`config.mk`:
```
export PLATFORM = sky130hd
export DESIGN_NAME = way_store
export DESIGN_NICKNAME = d
export VERILOG_FILES = /design/src/hdl/cache_pkg.sv /design/src/hdl/way_store.sv
export SDC_FILE = /design/constraint.sdc
export NUM_CORES = 1
export LEC_CHECK = 0
export BUFFER_PORTS_ARGS = -buffer_cell sky130_fd_sc_hd__buf_2
export CAP_MARGIN = 0
export CORE_MARGIN = 8
export CORE_UTILIZATION = 60
export DETAILED_ROUTE_END_ITERATION = 8
export PLACE_DENSITY = 0.86
export SYNTH_ARGS = -nofsm -noshare
export SYNTH_HDL_FRONTEND = slang
export SYNTH_SLANG_ARGS = --single-unit
```
`constraint.sdc`:
```
create_clock -name clk -period 3.8 [get_ports clk]
set_input_delay 0.19 -clock clk [delete_from_list [all_inputs] [get_ports clk]]
set_output_delay 0.19 -clock clk [all_outputs]
set_load 0.02 [all_outputs]
```
`src/hdl/cache_pkg.sv`:
```
package cache_pkg;

	// sizes, all addresses are word addresses
	localparam int ADDR_BITS      = 32;
	localparam int WORD_BITS      = 32;
	localparam int WORDS_PER_LINE = 4;
	localparam int OFFSET_BITS    = 2;
	localparam int SET_BITS       = 6;                                  // 64 sets
	localparam int TAG_BITS       = ADDR_BITS - SET_BITS - OFFSET_BITS; // 24

	typedef logic [WORD_BITS-1:0] word_t;

	// word 0 sits in the low bits
	typedef word_t [WORDS_PER_LINE-1:0] line_t;

	typedef struct packed {
		logic                valid;
		logic                used;  // set on the most recent access in the set
		logic                dirty;
		logic [TAG_BITS-1:0] tag;
	} tag_entry_t;

	typedef struct packed {
		logic [TAG_BITS-1:0]    tag;
		logic [SET_BITS-1:0]    index;
		logic [OFFSET_BITS-1:0] offset;
	} addr_fields_t;

	typedef struct packed {
		logic                 read;
		logic                 write;
		logic [ADDR_BITS-1:0] addr;
		word_t                wdata;
	} cpu_req_t;

	typedef struct packed {
		logic                 read;
		logic                 write;
		logic [ADDR_BITS-1:0] addr;  // line aligned
		word_t                wdata;
	} mem_req_t;

	typedef struct packed {
		logic                hit;
		logic                hit_way;
		logic                victim_way;
		logic                victim_dirty;
		logic [TAG_BITS-1:0] victim_tag;
		word_t               hit_word;
	} lookup_t;

endpackage

```
`src/hdl/way_store.sv`:
```
`timescale 1ns/1ps

module way_store #(
	parameter type entry_t = logic
) (
	input  logic                          clk,
	input  logic                          reset,
	input  logic [cache_pkg::SET_BITS-1:0] index,
	input  logic                          wr_en,
	input  entry_t                        wr_data,
	output entry_t                        rd_data
);

	localparam int SETS = 1 << cache_pkg::SET_BITS;

	entry_t mem [SETS];

	assign rd_data = mem[index]; // read is combinational

	// clearing every entry drops all valid bits
	always_ff @(posedge clk or negedge reset) begin
		if (!reset) begin
			for (int i = 0; i < SETS; i++) begin
				mem[i] <= '0;
			end
		end else if (wr_en) begin
			mem[index] <= wr_data;
		end
	end

endmodule

```
==> metrics.md <==
| Metric | Value |
|---|---|
| Sequential cell area fraction in the yosys report | 46.06% |
| Skew final | 0 ps |
| Fin Hold WS | ~350 ps |
| Initial DRT Pass Iterations | 5 |
| Slew margin rel. | between 30 and 40% |
| Clock Path Buffers | 2 |
| Mapped Area | between 0.003 and 0.004 sq mm |
| I/O pin count | 11 |
| Biggest register | mem |
| Fmax | approximately 430 MHz |
| Detailed-route wire length per cell | 19.37 um |
| Syn Nets | 321 |
| Post-layout min period | roughly 2300 ps |
| Core area | around 0.0055 sq mm |
| Vias in the first global route | 2504 |
| Top Registers | mem x64 |
| Worst slew pin tran | roughly 960 ps |
| Via count | approximately 2500 |
| Initial Utilization | roughly 63% |
| Fillers | 435 |
| CTS tree | done |
| Area grow syn2layout | 6.585% |
| Worst slack at placement | 1498 ps |
| Final Hold Viols | 0 |
| Worst IR drop on VDD | approximately 0.00027 V |
| Net count, final | between 300 and 400 |
| Vias per cell | around 6.3 |
| Power, Total | roughly 1.7 mW |
| # DRC | 0 |
| MaxCap Viol Count | 0 |
| Initial antenna violation count | 0 |
| Final Instance Count excl. Fillers | 390 |
| Run status | finished, final reports clean |
| Worst hold path class | in2async |
| Post-DP HPWL | between 4000 and 5000 um |
| Iter 0 DRT Violations | around 240 |
| Synth Register Bits | 64 |
| Part of the cycle the worst path needs | 61.69% |
| Clock slew at reported path FFs | around 70 ps |
| Global route total overflow | 0 |
| DIE AREA | approximately 0.0085 sq mm |
| Layout cell share with drive strength beyond 1 | between 30% and 40% |
| Sinks on Clock Net | between 60 and 70 |
| Placed cell area | approximately 0.0035 sq mm |
| Avg Cell Area, Syn | around 11 sq um |
| CP Capture Type | output pin |
| Row count | 27 |
| Setup Buffers After CTS | 0 |
| Cells after synthesis | 311 |
| Unrepaired setup endpoints after global routing | false |
| Fin worst setup slack | roughly 1500 ps |
| Crit Path Category | in2out |
| H-tree levels | 3 |
| Total GRT Usage | a little under a fifth |
| Final Max Slew Viols | 0 |
| Gpl congestion | 0.8504 |
| WL final | 7553 um |
| PortBufs | 10 |
| Max reg flops | 64 |
| CP arrival | around 2200 ps |
| ANT cells | 0 |
| CTS buffer count | 9 |
| Post-CTS resize count | 0 |
| CP Data Required Time | roughly 3600 ps |
| Netlist cell types | 42 |
| Final setup violation count | 0 |
| Clk_lat worst skew | approximately 340 ps |
| Die H | between 90 and 100 um |
| Critical path launch point type | input port |
| Final Cell Area | about 0.0037 sq mm |
| Crit Path Max Fanout | 28 |
| Die Wd | 92.13 um |
| Pin count of the biggest net entering global routing | between 60 and 70 |
| Post-layout util | ~67% |
| Static Leakage | 1.623 nW |
| Cell Pwr Density | between 400 and 500 mW/mm^2 |
| First-pass GRT wire length | 12790 um |
| Total negative slack | 0 ps |
| Synth warnings | 0 |
| Antenna viol nets, final | 0 |
| Placed Instances | 373 |
| Root buf cell | clkbuf_8 |
synth_stat cells (all sizes together):
cell type / instances / share of area (%)
inv: 4 / 0.43
a211o: 1 / 0.25
mux2: 66 / 21
or3b: 1 / 0.25
or3: 4 / 0.72
nor2b: 6 / 1.5
nand2b: 1 / 0.18
nand4: 2 / 0.36
o2111ai: 1 / 0.25
nor3: 8 / 1.6
a21oi: 4 / 0.58
buf: 14 / 3.1
a311oi: 3 / 0.76
mux4: 6 / 4.1
o21ai: 1 / 0.14
nand4b: 1 / 0.25
o211ai: 2 / 0.43
a221oi: 4 / 1.2
a211oi: 2 / 0.43
o22ai: 2 / 0.36
nand3: 11 / 1.6
dfrtp: 64 / 46
a2111oi: 1 / 0.43
nor2: 37 / 4.0
a221o: 1 / 0.29
o311a: 1 / 0.29
mux2i: 2 / 0.58
and3: 7 / 1.3
nor3b: 5 / 1.4
clkbuf: 7 / 0.76
nand2: 37 / 4.0
a22oi: 5 / 1.1
critical path: stages:
cell and delay (ps):
buf_2 530, inv_1 250, a221oi_1 280, o22ai_1 140, a2111oi_2 410, nand4_1 150
buf_2 190
what timing repair did:
action                                 4_1_cts  5_1_grt
hold buffers                                 1        0
endpoints found under the hold margin       22        0
setup endpoints to repair                    0        0
final timing paths:
kind / startpoint / end / slack (ps) / cells after the start
hold / removal: reset / mem[18] / 350 / 2
max in group asynchronous: reset / mem[45] / 2530 / 3
hold reg to reg: mem[3] / mem[3] / 500 / 1
setup reg to reg: mem[5] / mem[5] / 2990 / 1
setup / recovery: index[1] / rd_data / 1460 / 7
min in group clk: index[5] / mem[61] / 430 / 4
metal layers:
metal | GRT usage, % | part of all wire [%] | vias to the layer above
li1 | - | - | 1130
met1 | 25.82 | 44 | 1211
met2 | 28.67 | 48 | 97
met3 | 3.993 | 6.4 | 14
met4 | 8.591 | 1.7 | 0
met5 | 0 | 0 | -
cell type report:
class / instances / area (sq um) / share of cell area, %
clock buffers: 11 / 151.4 / 4.085
clock inverters: 5 / 55.05 / 1.485
inverters: 4 / 15.01 / 0.4051
multi-input cells: 222 / 1725 / 46.56
flip-flops and latches: 64 / 1602 / 43.21
well taps: 72 / 90.09 / 2.431
repair buffers: 12 / 67.56 / 1.823
kinds of logic after synthesis:
logic type | after synthesis | synth area share [%]
AND/OR/NAND/NOR | 120 | 17.09
multiplexers | 74 | 26.05
flip-flops | 64 | 46.06
AO/OA/AOI/OAI | 28 | 6.477
buffers and inverters | 25 | 4.318
report_power, final:
group,total [mW],switching [mW],leakage (nW),internal (mW)
Clock,0.603,0.267,0.101,0.336
Combinational,0.228,0.112,0.671,0.115
Sequential,0.821,0.0495,0.850,0.771
Total,1.65,0.429,1.62,1.22
cell usage in the layout, fill, tap and decap left out, types with 2 or more instances in the layout:
master,n
nand3_1,11
a221oi_1,3
nor2_1,37
dfrtp_1,64
a21oi_1,4
o22ai_1,2
buf_2,10
and3_1,7
mux4_1,2
a311oi_1,3
nor3_1,5
nor2b_4,2
clkinv_2,2
nor2b_1,4
inv_1,4
or3_1,4
clkinvlp_4,2
a22oi_1,5
clkbuf_8,11
mux4_2,4
nand4_1,2
nand2_1,37
mux2_2,64
mux2_1,2
nor3b_1,4
o211ai_1,2
mux2i_1,2
a211oi_1,2
nor3_2,3
(Power assumes the default switching activity.)
