**config.mk**
```make
export PLATFORM = sky130hd
export DESIGN_NAME = hit_detect
export DESIGN_NICKNAME = d
export VERILOG_FILES = /design/src/hdl/cache_pkg.sv /design/src/hdl/hit_detect.sv
export SDC_FILE = /design/constraint.sdc
export NUM_CORES = 1
export LEC_CHECK = 0
export ABC_AREA = 1
export BUFFER_PORTS_ARGS = -buffer_cell sky130_fd_sc_hd__buf_2
export CAP_MARGIN = 5
export CORE_AREA = 2 2 154 156
export DETAILED_ROUTE_END_ITERATION = 8
export DIE_AREA = 0 0 156 158
export GPL_TIMING_DRIVEN = 0
export PLACE_DENSITY_LB_ADDON = 0.3
export SLEW_MARGIN = 20
export SYNTH_ARGS = -nofsm -noshare
export SYNTH_HDL_FRONTEND = slang
export SYNTH_SLANG_ARGS = --single-unit
```
**constraint.sdc**
```tcl
create_clock -name vclk -period 2.15
set_input_delay 0.43 -clock vclk [all_inputs]
set_output_delay 0.43 -clock vclk [all_outputs]
set_load 0.02 [all_outputs]
```
**src/hdl/cache_pkg.sv**
```systemverilog
package cache_pkg;

	// sizes, all addresses are word addresses
	localparam int ADDR_BITS      = 32;
	localparam int WORD_BITS      = 32;
	localparam int WORDS_PER_LINE = 4;
	localparam int OFFSET_BITS    = 2;
	localparam int SET_BITS       = 6;                                  // 64 sets
	localparam int TAG_BITS       = ADDR_BITS - SET_BITS - OFFSET_BITS; // 24

	typedef logic [WORD_BITS-1:0] word_t;

	// word 0 sits in the low bits
	typedef word_t [WORDS_PER_LINE-1:0] line_t;

	typedef struct packed {
		logic                valid;
		logic                used;  // set on the most recent access in the set
		logic                dirty;
		logic [TAG_BITS-1:0] tag;
	} tag_entry_t;

	typedef struct packed {
		logic [TAG_BITS-1:0]    tag;
		logic [SET_BITS-1:0]    index;
		logic [OFFSET_BITS-1:0] offset;
	} addr_fields_t;

	typedef struct packed {
		logic                 read;
		logic                 write;
		logic [ADDR_BITS-1:0] addr;
		word_t                wdata;
	} cpu_req_t;

	typedef struct packed {
		logic                 read;
		logic                 write;
		logic [ADDR_BITS-1:0] addr;  // line aligned
		word_t                wdata;
	} mem_req_t;

	typedef struct packed {
		logic                hit;
		logic                hit_way;
		logic                victim_way;
		logic                victim_dirty;
		logic [TAG_BITS-1:0] victim_tag;
		word_t               hit_word;
	} lookup_t;

endpackage

```
**src/hdl/hit_detect.sv**
```systemverilog
`timescale 1ns/1ps

module hit_detect (
	input  logic [cache_pkg::TAG_BITS-1:0]    req_tag,
	input  logic [cache_pkg::OFFSET_BITS-1:0] offset,
	input  cache_pkg::tag_entry_t             tag_0,
	input  cache_pkg::tag_entry_t             tag_1,
	input  cache_pkg::line_t                  line_0,
	input  cache_pkg::line_t                  line_1,
	output cache_pkg::lookup_t                result
);

	logic             hit_0;
	logic             hit_1;
	logic             victim;
	cache_pkg::line_t hit_line;

	// a tag only counts when its line is valid
	assign hit_0 = tag_0.valid && (tag_0.tag == req_tag);
	assign hit_1 = tag_1.valid && (tag_1.tag == req_tag);

	assign hit_line = hit_1 ? line_1 : line_0;

	// replacement choice
	always_comb begin
		if (!tag_0.valid) begin
			victim = 1'b0;
		end else if (!tag_1.valid) begin
			victim = 1'b1;
		end else if (!tag_0.used) begin
			victim = 1'b0;
		end else begin
			victim = 1'b1;
		end
	end

	always_comb begin
		result.hit          = hit_0 || hit_1;
		result.hit_way      = hit_1;          // both ways never hold the same tag
		result.victim_way   = victim;
		result.victim_dirty = victim ? tag_1.dirty : tag_0.dirty;
		result.victim_tag   = victim ? tag_1.tag : tag_0.tag;
		result.hit_word     = hit_line[offset];
	end

endmodule

```
==> results by group <==
Yosys
  – Cell taking the most area after synthesis: nand2_1
  – Area share of the largest cell type after synthesis: 31.08%
  – Area of the mapped netlist: 4951 um2
  – Sequential-to-total area share from yosys stat: 0%
  – Ys Warns: 0
  – Synthesized Nets: 1,484
  – Top cells by area, synth: nand2_1, nand3_1, inv_1, o21ai_0, buf_2
  – Distinct cells, synth: 23
  – Mapped Avg Cell Area: 4.313 um2
  – Cells after synthesis: 1,148

STA
  – Max_slew headroom: 37.57%
  – Final Hold Vio Count: 0
  – Setup tns final: -12.78 ns
  – FMAX: 0.3841 GHz
  – Final setup margin: -0.4535 ns
  – Worst Max-Slew Pin Slew: 0.9365 ns
  – Final Cycle Share: 121.1%
  – Minimum clock period: 2.603 ns
  – Final count of negative-setup-slack endpoints: 33
  – Max Slew Vio Count: 0
  – RSZ-0062 raised after global routing: true

Placed design
  – Dpl hpwl: 24,120 um
  – Place WS: -0.7931 ns
  – Routability-driven placement congestion ratio: 0.9456
  – Dpl cell area: 7286 um2
  – PortBufs: 394

Final layout
  – Post-layout nets: 1,935
  – Register area: 0 um2
  – Seq_cells: 0
  – Area Overhead vs Synth: 100.9%
  – Final core utilization: 43.14%
  – Post-route cell area: 9946 um2
  – Final-layout clock buffer total: 0
  – Share of cells above drive strength 1: 49.34%

Global route
  – Vias in the first global route: 8,034
  – Initial antenna violation count: 1
  – First-pass GRT wire length: 42,770 um
  – Largest net degree at the start of global routing: 11
  – Total GRT Usage: 22.23%
  – Grt ovf: 0

Floorplanning
  – Initial Util: 21.48%
  – Die height: 158 um
  – I/O pin cnt: 396
  – Die area: 24,650 um2
  – CORE AREA: 23,050 um2
  – Chip Width: 156 um
  – Floorplan row count: 56

Outcome
  – Status: finished, violations left
  – Failing checks: negative setup slack

Pwr
  – Pwr Density: 164.2 nW/um2
  – VDD IR-drop max: 0.1182 mV
  – Total Power: 1633 uW
  – Cell leakage power: 0.006175 uW

Detailed routing
  – Iteration-0 DRC Markers: 402
  – ANT nets after route: 0
  – Via Count: 8,675
  – Routed len/inst: 16.44 um
  – Drt first pass iters: 5
  – Drt total wl: 31,040 um
  – Vias per cell: 4.595
  – DRC errors left: 0

Setup path
  – Critical Path End: result[29]
  – Setup CP Type: input pin to output pin
  – WP data arrival: 2.17 ns
  – Crit-path max FO: 5
  – Crit end category: output pin
  – Critical Path RT: 1.72 ns
  – CP startpoint kind: input pin
  – CP Launch Point: req_tag[20]

Run
  – MaxCap Viol Count: 0

Clocking
  – # hold bufs at CTS: 0

Worst hold path
  – Hold crit path type: input pin to output pin
[logic make-up after synthesis]
group                     Yosys count  synth area share (%)
and+or+nand+nor                   713                 61.56
AOI/OAI and AO/OA                  42                 4.751
buffers and inverters             383                 31.92
xor gates and xnor gates           10                 1.769
[critical path: stages]
cell and delay [ns]:
buf_2 0.12, inv_2 0.05, nand2_2 0.06, nand2_4 0.10, nand2_2 0.05, nor2_1 0.08, nand2_1 0.09, nor2_4 0.18
buf_6 0.15, clkbuf_16 0.17, buf_8 0.12, nand3_1 0.08, nand3_2 0.10, nand2_1 0.07, nand2_1 0.07, nand2_2 0.08
buf_6 0.14
[synthesized netlist by cell type]
master / n
inv_2: 7
nand2_1: 410
o22ai_1: 5
a22o_1: 2
nor2_2: 1
xnor2_1: 9
nor3_1: 1
buf_6: 11
nand4_1: 3
o21ai_0: 31
buf_4: 7
nand3_2: 1
and3b_1: 1
a221oi_1: 3
inv_1: 307
a21oi_1: 1
xor2_1: 1
clkbuf_1: 16
nor2_1: 23
nand3_1: 267
nor4_1: 6
buf_2: 27
buf_1: 8
[power breakdown]
group	switching [uW]	total [uW]	internal (uW)
Clock	0	0.0000625	0.0000625
Sequential	0	0	0
Combinational	908	1630	725
Total	908	1630	725
[worst min-delay path by stage]
stage	depth (start not counted)	to	startpoint	slack, ns
final	4	result[38]	tag_1[6]	1.19
after global routing	4	result[56]	tag_1[24]	1.22
after CTS	4	result[38]	tag_1[6]	1.20
after detailed placement	4	result[38]	tag_1[6]	1.20
after global placement	4	result[38]	tag_1[6]	1.19
after floorplan	2	result[38]	tag_1[6]	1.03
[cell usage in the layout, fill, tap and decap left out, types with 7 or more instances in the layout]
master,count
inv_2,31
inv_1,273
nand2_1,297
buf_8,20
nor2_4,8
buf_6,71
nor2_2,7
nand3_4,9
nand3_2,99
buf_4,45
nand3_1,160
inv_4,9
buf_1,8
clkbuf_1,8
buf_2,332
clkbuf_16,13
o21ai_0,30
nand2_2,89
nand2_4,24
nor2_1,9
[layout make-up]
| cell class | count | area [um2] |
|---|---|---|
| fill | 2511 | 13110 |
| inverter | 314 | 1209 |
| timing repair buffer | 451 | 3249 |
| buffer | 67 | 600.6 |
| tap | 290 | 362.8 |
| antenna | 1 | 2.502 |
| multi-input combinational | 765 | 4522 |
[layer usage]
| metal | wire (um) | up-vias | track usage [%] |
|---|---|---|---|
| met4 | 677 | 2 | 5.242 |
| met3 | 1824 | 40 | 2.518 |
| met1 | 12310 | 3930 | 26.66 |
| met5 | 13 | - | 0 |
| li1 | - | 4329 | - |
| met2 | 16220 | 374 | 42.18 |
[repair_timing]
action,CTS,global route
buffers inserted,27,16
gates resized for setup,184,354
cloned,9,13
pin swaps,26,152
endpoints found under the setup margin,58,52
[through the flow]
step           instances  hold WS, ns
6_report            1888        1.194
5_1_grt             1887        1.218
2_1_floorplan       1148        1.030
4_1_cts             1866        1.195
3_3_place_gp        1832        1.190
3_5_place_dp        1832        1.196
No activity file was read; power rests on OpenSTA's default activity.
