[src/hdl/cache_pkg.sv]
package cache_pkg;

	// sizes, all addresses are word addresses
	localparam int ADDR_BITS      = 32;
	localparam int WORD_BITS      = 32;
	localparam int WORDS_PER_LINE = 4;
	localparam int OFFSET_BITS    = 2;
	localparam int SET_BITS       = 6;                                  // 64 sets
	localparam int TAG_BITS       = ADDR_BITS - SET_BITS - OFFSET_BITS; // 24

	typedef logic [WORD_BITS-1:0] word_t;

	// word 0 sits in the low bits
	typedef word_t [WORDS_PER_LINE-1:0] line_t;

	typedef struct packed {
		logic                valid;
		logic                used;  // set on the most recent access in the set
		logic                dirty;
		logic [TAG_BITS-1:0] tag;
	} tag_entry_t;

	typedef struct packed {
		logic [TAG_BITS-1:0]    tag;
		logic [SET_BITS-1:0]    index;
		logic [OFFSET_BITS-1:0] offset;
	} addr_fields_t;

	typedef struct packed {
		logic                 read;
		logic                 write;
		logic [ADDR_BITS-1:0] addr;
		word_t                wdata;
	} cpu_req_t;

	typedef struct packed {
		logic                 read;
		logic                 write;
		logic [ADDR_BITS-1:0] addr;  // line aligned
		word_t                wdata;
	} mem_req_t;

	typedef struct packed {
		logic                hit;
		logic                hit_way;
		logic                victim_way;
		logic                victim_dirty;
		logic [TAG_BITS-1:0] victim_tag;
		word_t               hit_word;
	} lookup_t;

endpackage

[src/hdl/line_transfer.sv]
`timescale 1ns/1ps

module line_transfer (
	input  logic                    clk,
	input  logic                    reset,
	input  logic                    start_fill,
	input  logic                    start_evict,
	input  cache_pkg::addr_fields_t line_addr,
	input  cache_pkg::line_t        evict_line,
	output cache_pkg::mem_req_t     mem_req,
	input  cache_pkg::word_t        rdata_mem,
	input  logic                    ready_mem,
	output cache_pkg::line_t        fill_line,
	output logic                    xfer_done
);

	logic                                rd_active;
	logic                                wr_active;
	logic [cache_pkg::OFFSET_BITS-1:0]   count;      // words moved so far
	logic [cache_pkg::ADDR_BITS-1:0]     burst_addr;
	cache_pkg::line_t                    shift;
	logic                                beat;

	// one word crosses the bus on this edge
	assign beat = (rd_active || wr_active) && ready_mem;

	always_ff @(posedge clk or negedge reset) begin
		if (!reset) begin
			rd_active <= 1'b0;
			wr_active <= 1'b0;
			count     <= '0;
			xfer_done <= 1'b0;
		end else begin
			xfer_done <= 1'b0;
			if (start_fill) begin
				rd_active <= 1'b1;
				count     <= '0;
			end else if (start_evict) begin
				wr_active <= 1'b1;
				count     <= '0;
			end else if (beat) begin
				count <= count + 1'b1;
				if (count == '1) begin // fourth word, level drops now
					rd_active <= 1'b0;
					wr_active <= 1'b0;
					xfer_done <= 1'b1;
				end
			end
		end
	end

	// address and line shift register
	always_ff @(posedge clk) begin
		if (start_fill || start_evict) begin
			burst_addr <= {line_addr.tag, line_addr.index, {cache_pkg::OFFSET_BITS{1'b0}}};
		end
		if (start_evict) begin
			shift <= evict_line;
		end else if (beat) begin
			// fill shifts new words in at the top; eviction rotates the line out
			shift <= {(rd_active ? rdata_mem : shift[0]),
				shift[cache_pkg::WORDS_PER_LINE-1:1]};
		end
	end

	always_comb begin
		mem_req.read  = rd_active;
		mem_req.write = wr_active;
		mem_req.addr  = burst_addr;
		mem_req.wdata = shift[0];   // current outgoing word
	end

	assign fill_line = shift;

endmodule

[config.mk]
export PLATFORM = sky130hd
export DESIGN_NAME = line_transfer
export DESIGN_NICKNAME = d
export VERILOG_FILES = /design/src/hdl/cache_pkg.sv /design/src/hdl/line_transfer.sv
export SDC_FILE = /design/constraint.sdc
export NUM_CORES = 1
export LEC_CHECK = 0
export ABC_CLOCK_PERIOD_IN_PS = 2810
export BUFFER_PORTS_ARGS = -buffer_cell sky130_fd_sc_hd__buf_4
export CAP_MARGIN = 10
export CORE_AREA = 2 2 152 154
export CTS_BUF_LIST = sky130_fd_sc_hd__clkbuf_8
export DETAILED_ROUTE_END_ITERATION = 10
export DIE_AREA = 0 0 154 156
export PLACE_DENSITY = 0.63
export SETUP_SLACK_MARGIN = 0.05
export SLEW_MARGIN = 30
export SYNTH_ARGS = -nofsm -noshare
export SYNTH_HDL_FRONTEND = slang
export SYNTH_SLANG_ARGS = --single-unit
[constraint.sdc]
create_clock -name clk -period 2.81 [get_ports clk]
set_clock_uncertainty 0.15 [all_clocks]
set_input_delay 0.562 -clock clk [delete_from_list [all_inputs] [get_ports clk]]
set_output_delay 0.562 -clock clk [all_outputs]
set_load 0.01 [all_outputs]
==> results of run 1 <==
==> layout by cell type, fill, tap and decap left out, types with 2 or more instances in the layout <==
| master | n |
|---|---|
| inv_6 | 4 |
| mux2i_1 | 32 |
| buf_4 | 389 |
| nor3b_1 | 3 |
| mux2_4 | 54 |
| dfrtp_1 | 4 |
| mux2_2 | 44 |
| clkinvlp_4 | 3 |
| nand3b_1 | 2 |
| o21ai_0 | 32 |
| inv_8 | 5 |
| buf_12 | 4 |
| nand2_1 | 32 |
| conb_1 | 2 |
| clkbuf_8 | 17 |
| edfxtp_1 | 158 |
==> state kept, by name, indices dropped and copies added (netlist names) <==
signal,count
fill_line,128
wr_active,1
rd_active,1
xfer_done,1
burst_addr,30
count,2
==> power by group through the flow <==
stage	registers, uW	clock network [uW]	logic (uW)
after floorplan	3230	0	404
after global placement	3160	0	1140
after detailed placement	3160	0	1150
after CTS	3110	1730	1150
after global routing	3130	1820	1210
final	3100	1670	1140
==> layout make-up <==
type                            count  area share [%]
Sequential cell                   163            45.8
Timing Repair Buffer              395            28.4
Multi-Input combinational cell    210            19.0
Tap cell                          285            3.35
Clock buffer                       17            2.20
Clock inverter                     15            1.30
Inverter                            1          0.0353
==> worst max path at each step <==
stage	from	endpoint	slack (ns)	cells after the start
3_3_place_gp	start_evict	fill_line[33]	0.81	3
6_report	rd_active	mem_req[65]	0.45	2
5_1_grt	rd_active	mem_req[65]	0.35	2
4_1_cts	rd_active	mem_req[65]	0.39	2
3_5_place_dp	ready_mem	fill_line[33]	0.82	4
2_1_floorplan	start_evict	fill_line[0]	0.35	4
==> cells by family after synthesis <==
family	Yosys count
AO/OA/AOI/OAI	36
AND/OR/NAND/NOR	41
multiplexers	130
buffers and inverters	60
adder cells (fa/ha/maj)	1
other	1
flip-flops	163
==> worst reg2reg max path: stages (launching register included) <==
cell and delay (ns):
dfrtp_2 0.37, buf_4 0.59, mux2i_1 0.32, o21ai_0 0.10
==> routing by layer <==
layer,GRT usage (%),vias up
met5,0,-
met4,4.45,0
met3,4.86,11
met2,27.5,228
met1,19.7,2306
li1,-,2298
==> through the flow <==
stage               total power (uW)  std cells
finish                          5910       1086
global route                    6170       1086
floorplan                       3640        433
detailed placement              4310       1053
CTS                             6000       1086
global placement                4300       1053
==> repair_timing <==
item                       in CTS  in global routing
gates resized for setup         0                  0
setup endpoints to repair       0                  0
hold endpoints to repair        5                  0
hold buffers                    1                  0
==> results.yml, run 1 <==
run_status:
  status: "completed"
routing:
  firstDrtPassIters: 4
  routedWlPerCell_um: 18.6
  vias_per_cell: 4.46
  vias: 4843
  wl_met2_um: 10300
  drt-met1-wl_um: 8090
  drc: 0
  ant_nets: 0
  routed.top_layer: "met4"
  met3_length_um: 1570
  drt_iter0_markers: 256
  wirelength_um: 20200
synthesis:
  synth.distinct_cells: 24
  yosysMostFrequentCell: "edfxtp_1"
  synth_area_mm2: 0.00734
  yosysTopAreaCell: "edfxtp_1"
  syn_inst: 432
  synth.top_cell.area_share_pct: 64.6
  synthTopCellsByCount: "edfxtp_1 (158), mux2_4 (54), mux2_2 (44)"
  synthTopCellsByArea: "edfxtp_1 (65%), mux2_4 (11%), mux2_2 (6.7%), mux2i_1 (4.4%), buf_4 (3.7%)"
  synthSimpleGateAreaFrac_pct: 2.44
  synth_top_family_by_area: "multiplexers"
  post_synth.cell_area_avg_um2: 17.0
  ys_async_sr_fraction_pct: 3.07
  synth_seq_area_share_pct: 66.3
  synth_compound_area_share_pct: 2.61
  yosys_warnings: 0
  synth_seq_cells: 163
  synthMuxAreaShare_pct: 22.1
  synth_fa_ha_area_share_pct: 0.170
  synth_edf_count: 158
  yosys_most_used_dff: "edfxtp_1"
  synth_xor_area_share_pct: 0
flow_run:
  maxCapViolCount: 0
pwr:
  sw_frac_of_total_pct: 27.3
  seq_power_share_pct: 52.5
  combPwrFrac_pct: 19.2
  cellPowerDensity_mw_per_mm2: 555
  p_int_uw: 4300
  switchingPower_uw: 1620
  pwr-share-clk_pct: 28.3
  ir_worst_vdd_uv: 248
  leakage_uw: 0.00488
die:
  io_pins: 392
  coreArea_mm2: 0.0224
  chipHeight_um: 156
  initial_core_util_pct: 32.8
  dieArea_mm2: 0.0240
  floorplan.rows: 55
  die_w_um: 154
global_route:
  grt_use_total_pct: 16.1
  grt_pass1_wl_um: 29000
  grt-ovfl-total: 0
  grt_max_degree: 90
  grt_antenna_before_repair: 0
  grt_pass1_vias: 4788
setup_path:
  worstSetupPathType: "register to output pin"
  critPathMaxStageDelay_ns: 0.59
  crit_family: "buffers and inverters"
  crit_fanout: 35
  reg2reg_to: "fill_line[121]"
  slowest_stage: "buf_4"
  crit_chain: "buf_4, buf_4"
  critPathLaunchType: "register"
  r2r_start: "rd_active"
  arrival_ns: 1.65
  crit_path_end_kind: "output pin"
  worstPathRequired_ns: 2.10
  r2r_cells: 3
  r2r_setup_slack_ns: 1.03
  cp_num_buf_inv: 2
  crit_top_cell: "buf_4"
final_layout:
  drive_gt1_share_pct: 65.5
  final_util_pct: 47.6
  syn_to_final_growth_pct: 44.9
  regArea_mm2: 0.00487
  nNetsFinal: 986
  antenna_cells: 0
  multi_input_area_mm2: 0.00202
  fin_area_mm2: 0.0106
  fillers: 2027
timing:
  finalCriticalPeriod_ns: 2.36
  fin_setup_tns_ns: 0
  worstMarginPinSlew_ns: 0.725
  clock.fmax_mhz: 423
  final_hold_viol_count: 0
  timing.final.crit_share_pct: 84.0
  maxSlewViolCount: 0
  worst_hold_slack_ns: 0.131
  rsz0062_at_grt: "false"
  relSlewSlack_pct: 51.7
  finalSetupViolCount: 0
  fin_ws_ns: 0.449
clock_network:
  clkLatencyLatePin_ns: 0.45
  ctsLongestPathBuffers: 2
  clkSinkCount: 163
  cts_made_buffers: 17
  clkTransAtPathRegs_ns: 0.11
  post_cts_buffers: 0
  cts-root-buf: "clkbuf_8"
  cts_tree: "done"
  cts_max_level: 4
hold_path:
  hold_start: "line_addr[12]"
  hold_end: "burst_addr[12]"
  hold_class: "input pin to register"
  hold_path_depth: 1
place:
  dpl_cell_area_mm2: 0.0103
  portBuffers: 387
  post-place-ws_ns: 0.815
  place_congestion: 0.769
  dp_hpwl_um: 14700
No activity file was read; power rests on OpenSTA's default activity.
==> run 2: changes to the inputs <==
Settings changed: ABC_CLOCK_PERIOD_IN_PS 2810 to 2300, CORE_AREA 2 2 152 154 to 2 2 153 155, DIE_AREA 0 0 154 156 to 0 0 155 157, PLACE_DENSITY 0.63 to 0.6.
Clock period 2.81 ns to 2.3 ns, I/O delays scaled along.
==> run 2 against run 1 <==
Design area increased by 3.7%. Total power increased by 28%. Final cell count increased by 2.9%. Clock-buffer cell count unchanged. Flip-flop and latch count unchanged. First-iteration DRC count increased by 12%. Wire length increased by 4.8%. Global-route usage increased by 0.55 points. Hold slack got worse by 0.081 ns. Sequential power increased by 23%. Highest routed layer unchanged.
==> results.yml, run 2 (synthesis results as in run 1) <==
run_status:
  status: "completed"
die:
  die_w_um: 155
  chipHeight_um: 157
  dieArea_mm2: 0.0243
  floorplan.rows: 55
  initial_core_util_pct: 32.6
  io_pins: 392
  coreArea_mm2: 0.0225
pwr:
  finalPower_uw: 7550
  leakage_uw: 0.00507
  cellPowerDensity_mw_per_mm2: 684
  switchingPower_uw: 1950
  p_int_uw: 5600
  ir_worst_vdd_uv: 454
  pwr-share-clk_pct: 30.6
  combPwrFrac_pct: 19.1
  seq_power_share_pct: 50.3
  sw_frac_of_total_pct: 25.8
timing:
  finalCriticalPeriod_ns: 1.94
  finalSetupViolCount: 0
  timing.final.crit_share_pct: 84.3
  maxSlewViolCount: 0
  clock.fmax_mhz: 516
  fin_setup_tns_ns: 0
  rsz0062_at_grt: "false"
  final_hold_viol_count: 0
place:
  place_congestion: 0.759
  dpl_cell_area_mm2: 0.0103
  dp_hpwl_um: 15500
  portBuffers: 387
hold_path:
  hold_path_depth: 1
  hold_end: "burst_addr[29]"
  hold_start: "line_addr[29]"
  hold_class: "input pin to register"
global_route:
  grt_pass1_wl_um: 30200
  grt-ovfl-total: 0
  grt_pass1_vias: 5125
  grt_max_degree: 54
  grt_use_total_pct: 16.6
  grt_antenna_before_repair: 0
clock_network:
  clkSinkCount: 163
  cts-root-buf: "clkbuf_8"
  cts_made_buffers: 17
  cts_max_level: 4
  hold_buffers: 30
  clkTransAtPathRegs_ns: 0.10
  cts-resized-gates: 0
  post_cts_buffers: 0
  ctsLongestPathBuffers: 2
  cts_tree: "done"
  clkLatencyLatePin_ns: 0.45
routing:
  wirelength_um: 21200
  vias_per_cell: 4.51
  vias: 5043
  firstDrtPassIters: 4
  drt_iter0_markers: 287
  routedWlPerCell_um: 18.9
  ant_nets: 0
  drc: 0
setup_path:
  worstPathRequired_ns: 1.69
  reg2reg_to: "fill_line[67]"
  arrival_ns: 1.33
  crit_fanout: 35
  r2r_start: "wr_active"
  critPathLaunchType: "register"
  crit_path_end_kind: "output pin"
  r2r_setup_slack_ns: 0.61
  r2r_cells: 3
  worstSetupPathType: "register to output pin"
flow_run:
  maxCapViolCount: 0
final_layout:
  final_cell_mix: "buf_4 (388), edfxtp_1 (158), mux2_4 (54), mux2_2 (44)"
  final_common_cell: "buf_4"
  fin_area_mm2: 0.0110
  final_util_pct: 49.1
  largest_reg_flops: 128
  syn_to_final_growth_pct: 50.4
  nNetsFinal: 1017
  drive_gt1_share_pct: 63.3
  antenna_cells: 0
run 2: layer usage:
layer | GRT usage (%) | part of all wire, %
met4 | 4.06 | 1.1
met2 | 29.0 | 52
met1 | 20.2 | 40
met3 | 5.07 | 7.4
met5 | 0 | 0
run 2: critical path, stage by stage, from the launching register on:
cell     delay, ns
dfrtp_2       0.40
buf_12        0.29
buf_4         0.18
run 2: worst max path at each step:
stage	startpoint	endpoint	slack (ns)	cells after the start
2_1_floorplan	start_evict	fill_line[0]	-0.04	4
3_3_place_gp	ready_mem	fill_line[60]	0.50	4
3_5_place_dp	ready_mem	fill_line[35]	0.48	4
4_1_cts	rd_active	mem_req[65]	0.30	2
5_1_grt	rd_active	mem_req[65]	0.29	2
6_report	rd_active	mem_req[65]	0.36	2
run 2: stage by stage:
stage,instances,hold WS [ns],setup WS (ns)
global route,1117,0.000336,0.286
detailed placement,1055,0.120,0.478
finish,1117,0.0495,0.361
global placement,1055,0.119,0.495
floorplan,433,0.0144,-0.0389
CTS,1117,0.00687,0.304
run 2: power groups by stage:
stage	sequential (uW)	combinational [uW]	clock [uW]
floorplan	3950	496	0
detailed placement	3860	1420	0
finish	3800	1440	2310
CTS	3800	1460	2390
global placement	3860	1410	0
global route	3830	1540	2520
run 2: layout make-up:
type	count	area, um2
Inverter	1	3.75
Timing Repair Buffer	426	3360
Sequential cell	163	4870
Clock buffer	17	234
Clock inverter	15	194
Tap cell	285	357
Multi-Input combinational cell	210	2020
Fill cell	1952	11500
==> run 3: changes to the inputs <==
Settings changed: ABC_CLOCK_PERIOD_IN_PS 2300 to 1600, CORE_AREA 2 2 153 155 to 2 2 152 154, DIE_AREA 0 0 155 157 to 0 0 154 156, PLACE_DENSITY 0.6 to 0.63.
Clock period 2.3 ns to 1.6 ns, I/O delays scaled along.
==> run 3 against run 2 <==
First-iteration DRC count is 15% lower. Largest power group unchanged. Critical endpoint is now fill_line[75]. Sequential share of layout area is 8.4 points lower. Clock power is 29% higher. Design area is 23% higher. Setup slack got worse by 0.43 ns. Register-to-register slack got worse by 0.68 ns. Critical path depth increased by 2. Non-clock buffer count grew 207. Core utilization increased by 12 points. The run now ends with setup timing left. Sequential power rose by 44%.
==> results.yml, run 3 (synthesis results as in run 1) <==
place:
  dp_hpwl_um: 15200
  dpl_cell_area_mm2: 0.0104
  portBuffers: 387
  place_congestion: 0.730
  post-place-ws_ns: -0.00650
timing:
  final_hold_viol_count: 0
  finalCriticalPeriod_ns: 1.67
  timing.final.crit_share_pct: 104
  maxSlewViolCount: 0
  rsz0062_at_grt: "true"
  finalSetupViolCount: 113
  fin_ws_ns: -0.0697
  clock.fmax_mhz: 599
  fin_setup_tns_ns: -5.60
routing:
  vias: 5921
  ant_nets: 0
  drt_iter0_markers: 245
  routedWlPerCell_um: 18.5
  firstDrtPassIters: 4
  drc: 0
  wirelength_um: 24500
  vias_per_cell: 4.46
pwr:
  finalPower_uw: 11300
  leakage_uw: 0.00625
  cellPowerDensity_mw_per_mm2: 832
  ir_worst_vdd_uv: 484
setup_path:
  r2r_cells: 4
  crit_path_end_kind: "register"
  r2r_setup_slack_ns: -0.07
  critPathLaunchType: "register"
  endpoint: "fill_line[75]"
  arrival_ns: 1.73
  reg2reg_to: "fill_line[75]"
  crit_fanout: 11
  worstSetupPathType: "register to register"
  r2r_start: "rd_active"
  crit_path_start: "rd_active"
  worstPathRequired_ns: 1.66
global_route:
  grt_antenna_before_repair: 1
  grt_pass1_vias: 5960
  grt_use_total_pct: 18.7
  grt_pass1_wl_um: 34100
  grt-ovfl-total: 0
  grt_max_degree: 39
die:
  io_pins: 392
  chipHeight_um: 156
  die_w_um: 154
  floorplan.rows: 55
  dieArea_mm2: 0.0240
  coreArea_mm2: 0.0224
  initial_core_util_pct: 32.8
clock_network:
  cts_made_buffers: 17
  clkLatencyLatePin_ns: 0.45
  clkTransAtPathRegs_ns: 0.09
  cts_max_level: 4
  cts-root-buf: "clkbuf_8"
  cts_tree: "done"
  ctsLongestPathBuffers: 2
  clkSinkCount: 163
hold_path:
  hold_class: "input pin to register"
run_status:
  violations: "setup timing"
  status: "complete, but fails checks"
final_layout:
  final_common_cell: "buf_4"
  nNetsFinal: 1226
  fin_area_mm2: 0.0136
  drive_gt1_share_pct: 59.8
  final_cell_mix: "buf_4 (349), edfxtp_1 (158), dlygate4sd3_1 (146), buf_6 (112), mux2_4 (54)"
  largest_reg_flops: 128
  syn_to_final_growth_pct: 85.5
flow_run:
  maxCapViolCount: 0
run 3: per-layer routing:
layer / wire (um) / track usage [%] / vias to the layer above
li1: - / - / 2785
met1: 9590 / 21.5 / 2870
met3: 1680 / 5.92 / 19
met2: 12800 / 33.9 / 247
met5: 0 / 0 / -
met4: 402 / 4.49 / 0
run 3: worst min path at each step:
stage | from | to | slack (ns) | depth (start not counted)
finish | evict_line[99] | fill_line[99] | 0.03 | 3
global route | evict_line[79] | fill_line[79] | 0.0007 | 2
CTS | evict_line[8] | fill_line[8] | 0.0004 | 2
detailed placement | reset | xfer_done | -0.02 | 1
global placement | reset | xfer_done | -0.02 | 1
floorplan | reset | count[0] | -0.13 | 0
run 3: area by class of cell:
| cell class | count | area [um2] |
|---|---|---|
| diodes | 1 | 2.50 |
| inverters | 1 | 3.75 |
| clock buffers | 17 | 234 |
| flip-flops and latches | 163 | 4870 |
| well taps | 285 | 357 |
| repair buffers | 633 | 5970 |
| fillers | 1656 | 8740 |
| multi-input cells | 212 | 2040 |
| clock inverters | 15 | 146 |
run 3: critical path, cell delays in order (launching register included):
cell     delay, ns
dfrtp_2       0.44
o21a_1        0.21
or2_4         0.32
buf_12        0.17
buf_16        0.15
run 3: metrics by stage:
step / utilization, % / hold WS, ns / std cells
after floorplan: - / -0.126 / 433
after global placement: 46.6 / -0.0219 / 1066
after detailed placement: 46.6 / -0.0218 / 1066
after CTS: 57.9 / 0.000382 / 1275
after global routing: 60.9 / 0.000707 / 1327
final: 60.9 / 0.0270 / 1327
run 3: what timing repair did:
action | in CTS | in global routing
resized for setup | 69 | 59
pin swaps | 2 | 2
endpoints found under the setup margin | 136 | 251
hold endpoints to repair | 144 | 6
cloned | 11 | 8
hold buffers | 140 | 6
setup buffers | 26 | 38
run 3: power breakdown:
group	internal [uW]	leakage (uW)	switching, uW	total, uW
Sequential	5190	0.00168	308	5490
Clock	1280	0.000193	1690	2970
Combinational	1890	0.00438	988	2880
